[config.mk]
export PLATFORM = sky130hd
export DESIGN_NAME = axi_wr_buffer
export DESIGN_NICKNAME = d
export VERILOG_FILES = /design/src/source/axi_wr_pkg.sv /design/src/source/axi_wr_if.sv /design/src/source/aw_gate.sv /design/src/source/w_fifo.sv /design/src/source/buf_cfg.sv /design/src/source/axi_wr_buffer.sv
export SDC_FILE = /design/constraint.sdc
export NUM_CORES = 1
export LEC_CHECK = 0
export ABC_AREA = 0
export BUFFER_PORTS_ARGS = -buffer_cell sky130_fd_sc_hd__buf_4
export CAP_MARGIN = 20
export CORE_ASPECT_RATIO = 0.9
export CORE_UTILIZATION = 25
export DETAILED_ROUTE_END_ITERATION = 8
export GPL_ROUTABILITY_DRIVEN = 0
export PLACE_DENSITY_LB_ADDON = 0.08
export SYNTH_ARGS = -nofsm -noshare
export SYNTH_HDL_FRONTEND = slang
export SYNTH_SLANG_ARGS = --single-unit
[constraint.sdc]
create_clock -name clk -period 9.5 [get_ports clk]
set_input_delay 0.95 -clock clk [delete_from_list [all_inputs] [get_ports clk]]
set_output_delay 0.95 -clock clk [all_outputs]
set_load 0.01 [all_outputs]
[src/source/axi_wr_pkg.sv]
// axi write buffer definitions
`default_nettype none

package axi_wr_pkg;

    // bus widths
    localparam int ID_W    = 4;
    localparam int ADDR_W  = 32;
    localparam int DATA_W  = 32;
    localparam int STRB_W  = DATA_W / 8;
    localparam int LEN_W   = 8;
    localparam int BRESP_W = 2;

    // W beat storage
    localparam int FIFO_DEPTH = 16;
    localparam int FIFO_AW    = $clog2(FIFO_DEPTH);
    // data, strobe and last of one beat
    localparam int W_ENTRY_W  = DATA_W + STRB_W + 1;

    // host register port
    localparam int CFG_ADDR_W = 2;
    localparam int CFG_DATA_W = 32;

    localparam logic [CFG_ADDR_W-1:0] REG_CTRL   = 2'd0;
    localparam logic [CFG_ADDR_W-1:0] REG_BURSTS = 2'd1;
    localparam logic [CFG_ADDR_W-1:0] REG_RESPS  = 2'd2;

    // address gate states
    localparam logic [1:0] AW_IDLE     = 2'd0;
    localparam logic [1:0] AW_XFER_IN  = 2'd1;
    localparam logic [1:0] AW_XFER_OUT = 2'd2;

endpackage

`default_nettype wire

[src/source/axi_wr_if.sv]
// reduced axi write port
`timescale 1ns/1ps
`default_nettype none

interface axi_wr_if import axi_wr_pkg::*; ();

    // write address
    logic [ID_W-1:0]    awid;
    logic [ADDR_W-1:0]  awaddr;
    logic [LEN_W-1:0]   awlen;
    logic               awvalid;
    logic               awready;

    // write data
    logic [DATA_W-1:0]  wdata;
    logic [STRB_W-1:0]  wstrb;
    logic               wlast;
    logic               wvalid;
    logic               wready;

    // write response
    logic [ID_W-1:0]    bid;
    logic [BRESP_W-1:0] bresp;
    logic               bvalid;
    logic               bready;

    modport wr_mst (
        output awid, awaddr, awlen, awvalid,
        input  awready,
        output wdata, wstrb, wlast, wvalid,
        input  wready,
        input  bid, bresp, bvalid,
        output bready
    );

    modport wr_slv (
        input  awid, awaddr, awlen, awvalid,
        output awready,
        input  wdata, wstrb, wlast, wvalid,
        output wready,
        output bid, bresp, bvalid,
        input  bready
    );

endinterface

`default_nettype wire

[src/source/aw_gate.sv]
// write address gate
`timescale 1ns/1ps
`default_nettype none

module aw_gate import axi_wr_pkg::*; (
    input  logic     clk,
    input  logic     rst,
    axi_wr_if.wr_slv s_aw,
    axi_wr_if.wr_mst m_aw,
    input  logic     delay_en,
    input  logic     beat_acc,
    input  logic     beat_last,
    output logic     hold
);

    logic [1:0]         state_reg;
    logic [1:0]         state_next;
    logic               hold_reg;
    logic               hold_next;
    logic [FIFO_AW:0]   count_reg;
    logic [FIFO_AW:0]   count_next;
    logic               awready_reg;
    logic               awready_next;
    logic               awvalid_reg;
    logic               awvalid_next;
    logic [ID_W-1:0]    awid_reg;
    logic [ADDR_W-1:0]  awaddr_reg;
    logic [LEN_W-1:0]   awlen_reg;
    logic               bypass;
    logic               capture;

    // pass-through only when idle with nothing left to send
    assign bypass  = (state_reg == AW_IDLE) && !delay_en && !awvalid_reg;
    assign capture = s_aw.awvalid && awready_reg && delay_en;

    assign s_aw.awready = bypass ? m_aw.awready : (awready_reg && delay_en);
    assign m_aw.awvalid = bypass ? s_aw.awvalid : awvalid_reg;
    assign m_aw.awid    = bypass ? s_aw.awid : awid_reg;
    assign m_aw.awaddr  = bypass ? s_aw.awaddr : awaddr_reg;
    assign m_aw.awlen   = bypass ? s_aw.awlen : awlen_reg;
    assign hold         = bypass ? 1'b0 : hold_reg;

    always_comb begin
        state_next   = state_reg;
        hold_next    = hold_reg;
        count_next   = count_reg;
        awready_next = 1'b0;
        awvalid_next = awvalid_reg && !m_aw.awready;

        case (state_reg)
            AW_IDLE: begin
                hold_next    = 1'b1;
                awready_next = delay_en && (!awvalid_reg || m_aw.awready);
                if (capture) begin
                    awready_next = 1'b0;
                    hold_next    = 1'b0;
                    count_next   = '0;
                    state_next   = AW_XFER_IN;
                end
            end
            AW_XFER_IN: begin
                if (beat_acc) begin
                    count_next = count_reg + 1'b1;
                    if (beat_last) begin
                        awvalid_next = 1'b1;
                        hold_next    = 1'b1;
                        state_next   = AW_IDLE;
                    end else if (count_next == (FIFO_AW+1)'(FIFO_DEPTH)) begin
                        // fifo full, release the address early
                        awvalid_next = 1'b1;
                        state_next   = AW_XFER_OUT;
                    end
                end
            end
            AW_XFER_OUT: begin
                if (beat_acc && beat_last) begin
                    hold_next  = 1'b1;
                    state_next = AW_IDLE;
                end
            end
            default: begin
                state_next = AW_IDLE;
            end
        endcase
    end

    always_ff @(posedge clk) begin
        if (rst) begin
            state_reg   <= AW_IDLE;
            hold_reg    <= 1'b1;
            count_reg   <= '0;
            awready_reg <= 1'b0;
            awvalid_reg <= 1'b0;
        end else begin
            state_reg   <= state_next;
            hold_reg    <= hold_next;
            count_reg   <= count_next;
            awready_reg <= awready_next;
            awvalid_reg <= awvalid_next;
        end
    end

    // held address
    always_ff @(posedge clk) begin
        if (capture) begin
            awid_reg   <= s_aw.awid;
            awaddr_reg <= s_aw.awaddr;
            awlen_reg  <= s_aw.awlen;
        end
    end

endmodule

`default_nettype wire

[src/source/w_fifo.sv]
// write data fifo
`timescale 1ns/1ps
`default_nettype none

module w_fifo import axi_wr_pkg::*; (
    input  logic     clk,
    input  logic     rst,
    axi_wr_if.wr_slv s_w,
    axi_wr_if.wr_mst m_w,
    input  logic     hold,
    output logic     beat_acc,
    output logic     beat_last
);

    logic [W_ENTRY_W-1:0] mem [FIFO_DEPTH];
    logic [FIFO_AW:0]     wr_ptr;
    logic [FIFO_AW:0]     rd_ptr;
    logic [W_ENTRY_W-1:0] rd_data;
    logic                 rd_valid;
    logic [W_ENTRY_W-1:0] out_data;
    logic                 out_valid;
    logic                 full;
    logic                 empty;
    logic                 wr_en;
    logic                 rd_en;
    logic                 out_load;

    // full when only the wrap bits differ
    assign full  = (wr_ptr[FIFO_AW] != rd_ptr[FIFO_AW]) &&
                   (wr_ptr[FIFO_AW-1:0] == rd_ptr[FIFO_AW-1:0]);
    assign empty = (wr_ptr == rd_ptr);

    assign s_w.wready = !full && !hold;
    assign wr_en      = s_w.wvalid && s_w.wready;

    assign beat_acc  = wr_en;
    assign beat_last = s_w.wlast;

    // output stage takes a new beat when empty or draining
    assign out_load = m_w.wready || !out_valid;
    assign rd_en    = (out_load || !rd_valid) && !empty;

    assign m_w.wvalid = out_valid;
    assign {m_w.wlast, m_w.wstrb, m_w.wdata} = out_data;

    always_ff @(posedge clk) begin
        if (wr_en) begin
            mem[wr_ptr[FIFO_AW-1:0]] <= {s_w.wlast, s_w.wstrb, s_w.wdata};
        end
        if (rd_en) begin
            rd_data <= mem[rd_ptr[FIFO_AW-1:0]];
        end
        if (out_load) begin
            out_data <= rd_data;
        end
    end

    always_ff @(posedge clk) begin
        if (rst) begin
            wr_ptr <= '0;
        end else if (wr_en) begin
            wr_ptr <= wr_ptr + 1'b1;
        end
    end

    always_ff @(posedge clk) begin
        if (rst) begin
            rd_ptr   <= '0;
            rd_valid <= 1'b0;
        end else begin
            if (rd_en) begin
                rd_ptr <= rd_ptr + 1'b1;
            end
            if (out_load || !rd_valid) begin
                rd_valid <= !empty;
            end
        end
    end

    always_ff @(posedge clk) begin
        if (rst) begin
            out_valid <= 1'b0;
        end else if (out_load) begin
            out_valid <= rd_valid;
        end
    end

endmodule

`default_nettype wire

[src/source/buf_cfg.sv]
// buffer control registers
`timescale 1ns/1ps
`default_nettype none

module buf_cfg import axi_wr_pkg::*; (
    input  logic                  clk,
    input  logic                  rst,
    input  logic                  cfg_req,
    input  logic                  cfg_we,
    input  logic [CFG_ADDR_W-1:0] cfg_addr,
    input  logic [CFG_DATA_W-1:0] cfg_wdata,
    output logic [CFG_DATA_W-1:0] cfg_rdata,
    output logic                  cfg_ack,
    input  logic                  beat_acc,
    input  logic                  beat_last,
    input  logic                  bvalid,
    input  logic                  bready,
    output logic                  delay_en
);

    logic                  ack_reg;
    logic                  ctrl_reg;
    logic [CFG_DATA_W-1:0] burst_cnt;
    logic [CFG_DATA_W-1:0] resp_cnt;
    logic [CFG_DATA_W-1:0] rdata_reg;
    logic                  access;
    logic                  wr_access;

    // one access per request, on the first edge with ack low
    assign access    = cfg_req && !ack_reg;
    assign wr_access = access && cfg_we;

    assign cfg_ack   = ack_reg;
    assign cfg_rdata = rdata_reg;
    assign delay_en  = ctrl_reg;

    always_ff @(posedge clk) begin
        if (rst) begin
            ack_reg   <= 1'b0;
            ctrl_reg  <= 1'b0;
            burst_cnt <= '0;
            resp_cnt  <= '0;
        end else begin
            if (access) begin
                ack_reg <= 1'b1;
            end else if (!cfg_req) begin
                ack_reg <= 1'b0;
            end

            if (wr_access && cfg_addr == REG_CTRL) begin
                ctrl_reg <= cfg_wdata[0];
            end

            // a write clears, taking priority over counting
            if (wr_access && cfg_addr == REG_BURSTS) begin
                burst_cnt <= '0;
            end else if (beat_acc && beat_last) begin
                burst_cnt <= burst_cnt + 1'b1;
            end

            if (wr_access && cfg_addr == REG_RESPS) begin
                resp_cnt <= '0;
            end else if (bvalid && bready) begin
                resp_cnt <= resp_cnt + 1'b1;
            end
        end
    end

    always_ff @(posedge clk) begin
        if (access) begin
            case (cfg_addr)
                REG_CTRL:   rdata_reg <= {{(CFG_DATA_W-1){1'b0}}, ctrl_reg};
                REG_BURSTS: rdata_reg <= burst_cnt;
                REG_RESPS:  rdata_reg <= resp_cnt;
                default:    rdata_reg <= '0;
            endcase
        end
    end

endmodule

`default_nettype wire

[src/source/axi_wr_buffer.sv]
// axi write channel buffer
`timescale 1ns/1ps
`default_nettype none

module axi_wr_buffer import axi_wr_pkg::*; (
    input  logic                  clk,
    input  logic                  rst,

    // upstream master side
    input  logic [ID_W-1:0]       s_awid,
    input  logic [ADDR_W-1:0]     s_awaddr,
    input  logic [LEN_W-1:0]      s_awlen,
    input  logic                  s_awvalid,
    output logic                  s_awready,
    input  logic [DATA_W-1:0]     s_wdata,
    input  logic [STRB_W-1:0]     s_wstrb,
    input  logic                  s_wlast,
    input  logic                  s_wvalid,
    output logic                  s_wready,
    output logic [ID_W-1:0]       s_bid,
    output logic [BRESP_W-1:0]    s_bresp,
    output logic                  s_bvalid,
    input  logic                  s_bready,

    // downstream slave side
    output logic [ID_W-1:0]       m_awid,
    output logic [ADDR_W-1:0]     m_awaddr,
    output logic [LEN_W-1:0]      m_awlen,
    output logic                  m_awvalid,
    input  logic                  m_awready,
    output logic [DATA_W-1:0]     m_wdata,
    output logic [STRB_W-1:0]     m_wstrb,
    output logic                  m_wlast,
    output logic                  m_wvalid,
    input  logic                  m_wready,
    input  logic [ID_W-1:0]       m_bid,
    input  logic [BRESP_W-1:0]    m_bresp,
    input  logic                  m_bvalid,
    output logic                  m_bready,

    // host register port
    input  logic                  cfg_req,
    input  logic                  cfg_we,
    input  logic [CFG_ADDR_W-1:0] cfg_addr,
    input  logic [CFG_DATA_W-1:0] cfg_wdata,
    output logic [CFG_DATA_W-1:0] cfg_rdata,
    output logic                  cfg_ack
);

    logic delay_en;
    logic hold;
    logic beat_acc;
    logic beat_last;

    axi_wr_if s_bus ();
    axi_wr_if m_bus ();

    // upstream ports into s_bus
    assign s_bus.awid    = s_awid;
    assign s_bus.awaddr  = s_awaddr;
    assign s_bus.awlen   = s_awlen;
    assign s_bus.awvalid = s_awvalid;
    assign s_awready     = s_bus.awready;
    assign s_bus.wdata   = s_wdata;
    assign s_bus.wstrb   = s_wstrb;
    assign s_bus.wlast   = s_wlast;
    assign s_bus.wvalid  = s_wvalid;
    assign s_wready      = s_bus.wready;
    assign s_bid         = s_bus.bid;
    assign s_bresp       = s_bus.bresp;
    assign s_bvalid      = s_bus.bvalid;
    assign s_bus.bready  = s_bready;

    // m_bus out to downstream ports
    assign m_awid        = m_bus.awid;
    assign m_awaddr      = m_bus.awaddr;
    assign m_awlen       = m_bus.awlen;
    assign m_awvalid     = m_bus.awvalid;
    assign m_bus.awready = m_awready;
    assign m_wdata       = m_bus.wdata;
    assign m_wstrb       = m_bus.wstrb;
    assign m_wlast       = m_bus.wlast;
    assign m_wvalid      = m_bus.wvalid;
    assign m_bus.wready  = m_wready;
    assign m_bus.bid     = m_bid;
    assign m_bus.bresp   = m_bresp;
    assign m_bus.bvalid  = m_bvalid;
    assign m_bready      = m_bus.bready;

    // response channel passes straight through
    assign s_bus.bid    = m_bus.bid;
    assign s_bus.bresp  = m_bus.bresp;
    assign s_bus.bvalid = m_bus.bvalid;
    assign m_bus.bready = s_bus.bready;

    aw_gate aw_gate_i (
        .clk       (clk),
        .rst       (rst),
        .s_aw      (s_bus),
        .m_aw      (m_bus),
        .delay_en  (delay_en),
        .beat_acc  (beat_acc),
        .beat_last (beat_last),
        .hold      (hold)
    );

    w_fifo w_fifo_i (
        .clk       (clk),
        .rst       (rst),
        .s_w       (s_bus),
        .m_w       (m_bus),
        .hold      (hold),
        .beat_acc  (beat_acc),
        .beat_last (beat_last)
    );

    buf_cfg buf_cfg_i (
        .clk       (clk),
        .rst       (rst),
        .cfg_req   (cfg_req),
        .cfg_we    (cfg_we),
        .cfg_addr  (cfg_addr),
        .cfg_wdata (cfg_wdata),
        .cfg_rdata (cfg_rdata),
        .cfg_ack   (cfg_ack),
        .beat_acc  (beat_acc),
        .beat_last (beat_last),
        .bvalid    (m_bus.bvalid),
        .bready    (s_bus.bready),
        .delay_en  (delay_en)
    );

endmodule

`default_nettype wire

# Word level (Yosys, flattened, before mapping)
# Memories as Yosys holds them, arrays and structs flattened. A register that Yosys moved wholly into a read port is not among the register bits.
# Cells that the tools add are included.
dict set report totals {
  elab_cells 108
  reg_bits 201
  memories 1
  out_inout_bits 126
  ramBits 592
}
# memory depth width read_ports rd_ports_with_merged_regs wr line
set memory_table {}
lappend memory_table {w_fifo_i.mem 16 37 1 1 1 w_fifo.sv:15} ;# logic [W_ENTRY_W-1:0] mem [FIFO_DEPTH];
dict set report classes {
  n_addsub 5
  n_bitwise 1
  reduce_logical 40
  eq_ne 14
  n_mux 29
}
# op count
set ops {}
lappend ops {{case mux 32 bit (3 select lines)} 1}
lappend ops {{adder 32 x 1 -> 32 bit, second input constant} 2}
lappend ops {{2-to-1 mux 32 bit} 1}
lappend ops {{logical AND 1 bit} 18}
lappend ops {{adder 5 x 1 -> 5 bit, second input constant} 3}
lappend ops {{2-to-1 mux 1 bit} 15}
lappend ops {{2-to-1 mux 2 bit} 5}
lappend ops {{2-to-1 mux 5 bit} 2}
lappend ops {{case mux 5 bit (2 select lines)} 1}
lappend ops {{logical NOT 1 bit} 9}
lappend ops {{2-to-1 mux 8 bit} 1}
lappend ops {{inequality test 2 x 1 -> 1 bit, second input constant} 4}
lappend ops {{AND reduction 4 bit} 2}
lappend ops {{case mux 2 bit (3 select lines)} 1}
lappend ops {{== test 5 bit} 1}
lappend ops {{== test 5 bit, second input constant} 1}
lappend ops {{== test 2 x 1 -> 1 bit, second input constant} 2}
lappend ops {{== test 2 bit, second input constant} 2}
lappend ops {{== test 4 bit} 1}
lappend ops {{logical NOT 2 bit} 2}
lappend ops {{2-to-1 mux 4 bit} 1}
lappend ops {{OR reduction 2 bit} 2}
lappend ops {{logical OR 1 bit} 3}
lappend ops {{inequality test 3 x 2 -> 1 bit, second input constant} 1}
lappend ops {{other kinds (8)} 8}

# Depth between registers and ports, before layout
# Gate-level depths: netlist of run 1.
dict set report depth {
  depth_word 10
  depth_mapped 10
}

# Worst setup path after synthesis of run 1
# OpenSTA, ideal clock, no wires.
dict set report synth_path {
  path_type {input -> register}
  from {input s_wvalid}
  to {memory w_fifo_i.mem[0][0] in the netlist's numbering (enable)}
  path_slack_ps 4704
  stages 6
  arrival_ps 4318
  path_cell_list {o21ai_1 > a21oi_2 > buf_2 > buf_2 > nand2_1 > nor3_1}
}
dict set report synth_via {
  elab_chain_len 3
}
# element line
set synth_rtl {}
lappend synth_rtl {{start: declaration} axi_wr_buffer.sv:18} ;# input logic s_wvalid,
lappend synth_rtl {{logical AND 1 bit} w_fifo.sv:34} ;# assign wr_en = s_w.wvalid && s_w.wready;
lappend synth_rtl {{2-to-1 mux 1 bit} w_fifo.sv:47} ;# if (wr_en) begin
lappend synth_rtl {{2-to-1 mux 1 bit (implied by the code)} w_fifo.sv:48} ;# mem[wr_ptr[FIFO_AW-1:0]] <= {s_w.wlast, s_w.wstrb, s_w.wdata};
lappend synth_rtl {{end: declaration} w_fifo.sv:15}
# Every way passes these cells.

# Final worst setup path of run 1
dict set report layout_path {
  from {register aw_gate_i.state_reg[0]}
  to {output m_awaddr[23]}
}
dict set report layout_via {
  elab_chain_len 4
}
# element line
set layout_rtl {}
lappend layout_rtl {{start: declaration} aw_gate.sv:16} ;# logic [1:0] state_reg;
lappend layout_rtl {{start signal: assignment} aw_gate.sv:95} ;# state_reg <= state_next;
lappend layout_rtl {{logical NOT 2 bit} aw_gate.sv:33} ;# assign bypass = (state_reg == AW_IDLE) && !delay_en && !awvalid_reg;
lappend layout_rtl {{logical AND 1 bit (2 in series)} aw_gate.sv:33}
lappend layout_rtl {{2-to-1 mux 32 bit} aw_gate.sv:39} ;# assign m_aw.awaddr = bypass ? s_aw.awaddr : awaddr_reg;
lappend layout_rtl {{end: declaration} axi_wr_buffer.sv:27} ;# output logic [ADDR_W-1:0] m_awaddr,
# Every way passes these cells.

==> impl_metrics.env, run 1 <==
export IMPL_grt_usage_pct=13.0
export IMPL_cts_tree="done"
export IMPL_synth_edf_count=742
export IMPL_vias=15700
export IMPL_clockBufferDepth=3
export IMPL_placed_area_um2=35600
export IMPL_postSynthAreaPerCell_um2=20.2
export IMPL_cts_resized=0
export IMPL_row_count=123
export IMPL_drt_iter0_markers=997
export IMPL_syn_cell_area_um2=31800
export IMPL_fillers=12300
export IMPL_nNetsFinal=1979
export IMPL_vias_per_cell=4.37
export IMPL_fp_dieW_um=378
export IMPL_fin_skew_ns=0.0206
export IMPL_setup_tns_ns=0
export IMPL_drive_above_1_share_pct=33.6
export IMPL_postCtsHoldBufs=0
export IMPL_required_ns=8.55
export IMPL_startpoint_type="flip-flop"
export IMPL_grt_pass1_vias=16900
export IMPL_initial_core_util_pct=25.3
export IMPL_dp_cells=3423
export IMPL_syn_inst=1578
export IMPL_overflow=0
export IMPL_fin_crit_ns=3.70
export IMPL_regArea_um2=24100
export IMPL_drc=0
export IMPL_tightest_slew_ns=1.12
export IMPL_synthesis_nets=1722
export IMPL_numPortBuffers=213
export IMPL_dp_slack_ns=5.76
export IMPL_critPathMaxFanout=47
export IMPL_insertion_delay_ns=0.69
export IMPL_die_area_um2=129000
export IMPL_rsz0062_at_grt="no"
export IMPL_grt_max_degree=152
export IMPL_finalSetupViolCount=0
export IMPL_synth_warnings=0
export IMPL_finalHoldViolCount=0
export IMPL_ys_seq_area_share_pct=75.5
export IMPL_synthToLayoutAreaGrowth_pct=21.0
export IMPL_critPathArrivalTime_ns=2.75
export IMPL_grt_pass1_wl_um=120000
export IMPL_max_cap_violations=0
export IMPL_htreeDepth=3
export IMPL_vdd_ir_drop_max_uv=138
export IMPL_cts_buffers=96
export IMPL_cts_num_sinks=830
export IMPL_postCtsSetupBuffers=0
export IMPL_slew_headroom_pct=25.2
export IMPL_largest_reg_flops=592
export IMPL_routedWlPerCell_um=23.2
export IMPL_leakage_nw=12.3
export IMPL_die_h_um=341
export IMPL_synth_async_sr_flop_share_pct=0
export IMPL_multi_input_area_um2=7500
export IMPL_fin_crit_sh_pct=38.9
export IMPL_drt_wl_total_um=83600
export IMPL_clk_pin_slew_ns=0.06
export IMPL_hp_class="flip-flop to flip-flop"
export IMPL_final_cell_mix="742 x edfxtp_1, 241 x buf_4, 185 x mux4_2, 98 x clkbuf_16, 84 x dfxtp_1"
export IMPL_path_class="flip-flop to output port"
export IMPL_cellPowerDensity_nw_per_um2=250
export IMPL_design_area_um2=38500
export IMPL_yosysUniqueCellTypes=53
export IMPL_max_freq_mhz=270
export IMPL_worstRegToRegCells=8
export IMPL_ant_nets=0
export IMPL_core_um2=126000
export IMPL_final_cells=3597
export IMPL_dp_hpwl_um=42800
export IMPL_ys_flop_type="edfxtp_1"
export IMPL_status="completed"
export IMPL_cts_root_buffer="clkbuf_16"
export IMPL_end_kind="output port"
export IMPL_layout_commonest_cell="edfxtp_1"
export IMPL_firstDrtPassIters=5
export IMPL_timing_final_max_slew_violations=0
export IMPL_num_io_pins=257
export IMPL_min_path_cells=0
export IMPL_timing_final_ws_setup_ns=5.80
export IMPL_antenna_found_initial=3
export IMPL_ys_ff_latch=830
[cells in the mapped netlist (11+ instances only)]
cell type  number  area share [%]
a21oi_1        26            0.41
a22o_1         32            0.88
buf_2          22            0.35
clkbuf_1       45            0.53
dfxtp_1        88             5.5
edfxtp_1      742              70
ha_1           13            0.51
inv_1          11            0.13
mux2_2         45             1.6
mux4_2        185              13
nand2_1        44            0.52
nand3_1        26            0.41
nand4_1        23            0.45
nor2_1         81            0.96
o21ai_0        19            0.30
or3_1          14            0.28
xor2_1         49             1.3
[cell families (layout without fill, tap and decap cells)]
family	count (synthesis)	after routing	synth area share, %
buf+inv	96	427	1.34
simple gates	244	244	4.00
flops	830	830	75.5
fa+ha+maj	13	13	0.511
xor+xnor	59	59	1.62
mux	234	234	14.8
other cells	0	1	0
compound gates	102	102	2.20
[worst max-delay path, stage by stage, from the launching register on]
cell and delay [ns]:
dfxtp_1 0.34, inv_1 0.12, ha_1 0.25, nor3b_2 0.22, buf_4 0.54, mux2_2 0.41, buf_4 0.15
[path summary, 6_finish.rpt]
path / endpoint / slack (ns) / start
setup / recovery: m_awaddr[23] / 5.80 / aw_gate_i.state_reg[0]$_SDFFE_PP0P_
hold / removal: w_fifo_i.out_data[3]$_DFFE_PP_ / 0.41 / w_fifo_i.rd_data[3]$_DFFE_PP_
setup reg to reg: w_fifo_i.mem[15][29]$_DFFE_PP_ / 6.00 / aw_gate_i.state_reg[0]$_SDFFE_PP0P_
hold reg to reg: w_fifo_i.out_data[3]$_DFFE_PP_ / 0.41 / w_fifo_i.rd_data[3]$_DFFE_PP_
[per-stage QoR]
| stage | total power [mW] | hold WS, ns | util, % |
|---|---|---|---|
| final | 9.61 | 0.413 | 30.7 |
| after global routing | 10.1 | 0.367 | 30.7 |
| after detailed placement | 6.26 | 0.408 | 28.3 |
| after floorplan | 5.53 | 0.400 | - |
| after CTS | 9.86 | 0.361 | 30.7 |
| after global placement | 6.26 | 0.402 | 28.3 |
[where the power goes]
group / leakage [nW] / switching [mW] / total [mW] / internal (mW)
sequential: 7.53 / 0.116 / 4.43 / 4.31
clock: 1.42 / 1.50 / 3.50 / 2.00
combinational: 3.36 / 0.865 / 1.68 / 0.815
total: 12.3 / 2.49 / 9.61 / 7.13
[layout make-up]
class                           count  area share, %
Clock buffer                      123           6.61
Clock inverter                     49           1.00
Tap cell                         1687           5.48
Multi-Input combinational cell    652           19.5
Timing Repair Buffer              244           4.87
Antenna cell                        1        0.00650
Inverter                           11          0.107
Sequential cell                   830           62.4
[layer usage]
metal	global-route usage, %	vias up	share of wire (%)
met5	0	-	0.054
met1	17.3	8389	45
li1	-	6940	-
met2	21.6	258	49
met4	3.49	6	2.1
met3	2.71	123	3.7
(Power assumes the default switching activity.)
==> run 2, diff against run 1 <==
Clock period 9.5 ns to 3.4 ns, I/O delays scaled along.
==> run 2 against run 1 <==
Count of clock-buffer cells in the layout grew 2. Via count grew 2.7%. Sequential cell count unchanged. Register-to-register slack worse by 5.5 ns.
==> impl_metrics.env, run 2 (same netlist as run 1, synthesis figures left out) <==
export IMPL_antenna_found_initial=3
export IMPL_slew_headroom_pct=39.3
export IMPL_fin_crit_ns=3.08
export IMPL_min_path_cells=2
export IMPL_cts_tree="done"
export IMPL_critPathArrivalTime_ns=2.74
export IMPL_vias_per_cell=4.35
export IMPL_r2r_start="aw_gate_i.state_reg[0]$_SDFFE_PP0P_"
export IMPL_drive_above_1_share_pct=32.7
export IMPL_finalHoldViolCount=0
export IMPL_num_io_pins=257
export IMPL_critPathSlowestCell="buf_4"
export IMPL_fin_crit_sh_pct=90.5
export IMPL_numPortBuffers=213
export IMPL_max_cap_violations=0
export IMPL_die_area_um2=129000
export IMPL_required_ns=3.06
export IMPL_clockBufferDepth=3
export IMPL_rsz0062_at_grt="no"
export IMPL_tightest_slew_ns=0.910
export IMPL_drc=0
export IMPL_die_h_um=341
export IMPL_grt_pass1_vias=17300
export IMPL_min_from="cfg_addr[1]"
export IMPL_cts_resized=0
export IMPL_insertion_delay_ns=0.69
export IMPL_clk_pin_slew_ns=0.06
export IMPL_postCtsHoldBufs=92
export IMPL_overflow=0
export IMPL_row_count=123
export IMPL_cp_num_buf_inv=3
export IMPL_cts_buffers=97
export IMPL_finalPower_mw=27.0
export IMPL_leakage_nw=12.8
export IMPL_grt_max_degree=100
export IMPL_finalSetupViolCount=0
export IMPL_vias=16100
export IMPL_hold_end="buf_cfg_i.cfg_rdata[0]$_DFFE_PP_"
export IMPL_htreeDepth=3
export IMPL_path_class="flip-flop to output port"
export IMPL_timing_final_max_slew_violations=0
export IMPL_largest_reg_flops=592
export IMPL_timing_rr_end="w_fifo_i.mem[3][2]$_DFFE_PP_"
export IMPL_layout_commonest_cell="edfxtp_1"
export IMPL_cp_common_cell="buf_4"
export IMPL_dp_cells=3443
export IMPL_drt_iter0_markers=1066
export IMPL_initial_core_util_pct=25.3
export IMPL_critPathMaxFanout=47
export IMPL_nNetsFinal=2091
export IMPL_drt_wl_total_um=83000
export IMPL_fp_dieW_um=378
export IMPL_routedWlPerCell_um=22.4
export IMPL_cellPowerDensity_nw_per_um2=679
export IMPL_vdd_ir_drop_max_uv=642
export IMPL_status="completed"
export IMPL_grt_usage_pct=13.0
export IMPL_hp_class="input pin to flip-flop"
export IMPL_fin_skew_ns=0.0159
export IMPL_startpoint_type="flip-flop"
export IMPL_firstDrtPassIters=4
export IMPL_ant_nets=0
export IMPL_synthToLayoutAreaGrowth_pct=25.0
export IMPL_path_cells="inv_1 -> ha_1 -> nor3b_2 -> buf_4 -> mux2_2 -> buf_4"
export IMPL_postCtsSetupBuffers=0
export IMPL_cp_top_family="buffers and inverters"
export IMPL_max_freq_mhz=325
export IMPL_worstRegToRegCells=8
export IMPL_final_cells=3710
export IMPL_core_um2=126000
export IMPL_slowest_delay_ns=0.54
export IMPL_grt_pass1_wl_um=121000
export IMPL_cts_num_sinks=830
export IMPL_r2r_setup_slack_ns=0.52
export IMPL_final_cell_mix="742 x edfxtp_1, 249 x buf_4, 185 x mux4_2, 98 x clkbuf_16, 92 x dlygate4sd3_1"
export IMPL_end_kind="output port"
export IMPL_dp_hpwl_um=44900
export IMPL_cts_root_buffer="clkbuf_16"
export IMPL_fin_util_pct=31.7
run 2: cell count changes in the layout (fill, tap and decap cells not counted), sizes merged:
cell / before / now
dlygate4sd3: 0 / 92
buf: 244 / 263
clkinv: 35 / 39
clkinvlp: 5 / 2
clkbuf: 123 / 125
inv: 16 / 14
bufinv: 4 / 5
run 2: routing by layer:
layer | GRT usage (%) | wire [um]
met4 | 3.82 | 2020
met1 | 17.6 | 38400
met2 | 21.0 | 39900
met3 | 2.51 | 2700
met5 | 0 | 13
run 2: cell type report:
class | instances | area [um2]
Fill cell | 12200 | 85800
Sequential cell | 830 | 24100
Timing Repair Buffer | 355 | 3070
Antenna cell | 1 | 2.50
Clock inverter | 49 | 395
Multi-Input combinational cell | 652 | 7530
Inverter | 11 | 41.3
Clock buffer | 125 | 2570
Tap cell | 1687 | 2110
run 2: how the worst max path moves through the flow:
stage | start | endpoint | slack [ns] | cells after the start
after floorplan | aw_gate_i.state_reg[0]$_SDFFE_PP0P_ | w_fifo_i.mem[12][0]$_DFFE_PP_ | -0.40 | 9
after global placement | aw_gate_i.state_reg[1]$_SDFFE_PP0P_ | w_fifo_i.mem[2][16]$_DFFE_PP_ | 0.41 | 9
after detailed placement | aw_gate_i.state_reg[0]$_SDFFE_PP0P_ | w_fifo_i.mem[3][16]$_DFFE_PP_ | 0.42 | 8
after CTS | aw_gate_i.state_reg[0]$_SDFFE_PP0P_ | m_awaddr[21] | 0.22 | 6
after global routing | aw_gate_i.state_reg[0]$_SDFFE_PP0P_ | m_awaddr[16] | 0.12 | 6
final | aw_gate_i.state_reg[0]$_SDFFE_PP0P_ | m_awaddr[8] | 0.32 | 6
run 2: per-stage QoR:
stage | TNS (ns) | area [um2] | worst slack [ns] | hold WS, ns
floorplan | -136.64 | 31900 | -0.397 | 0.400
global placement | 0 | 35900 | 0.410 | 0.402
detailed placement | 0 | 35900 | 0.421 | 0.405
CTS | 0 | 39800 | 0.224 | 0.00136
global route | 0 | 39800 | 0.123 | 0.0191
finish | 0 | 39800 | 0.324 | 0.0633
run 2: power breakdown:
part	internal [mW]	switching (mW)	leakage, nW
combinational	2.39	2.50	3.85
clock	5.69	4.16	1.45
sequential	12.0	0.248	7.53
total	20.1	6.90	12.8
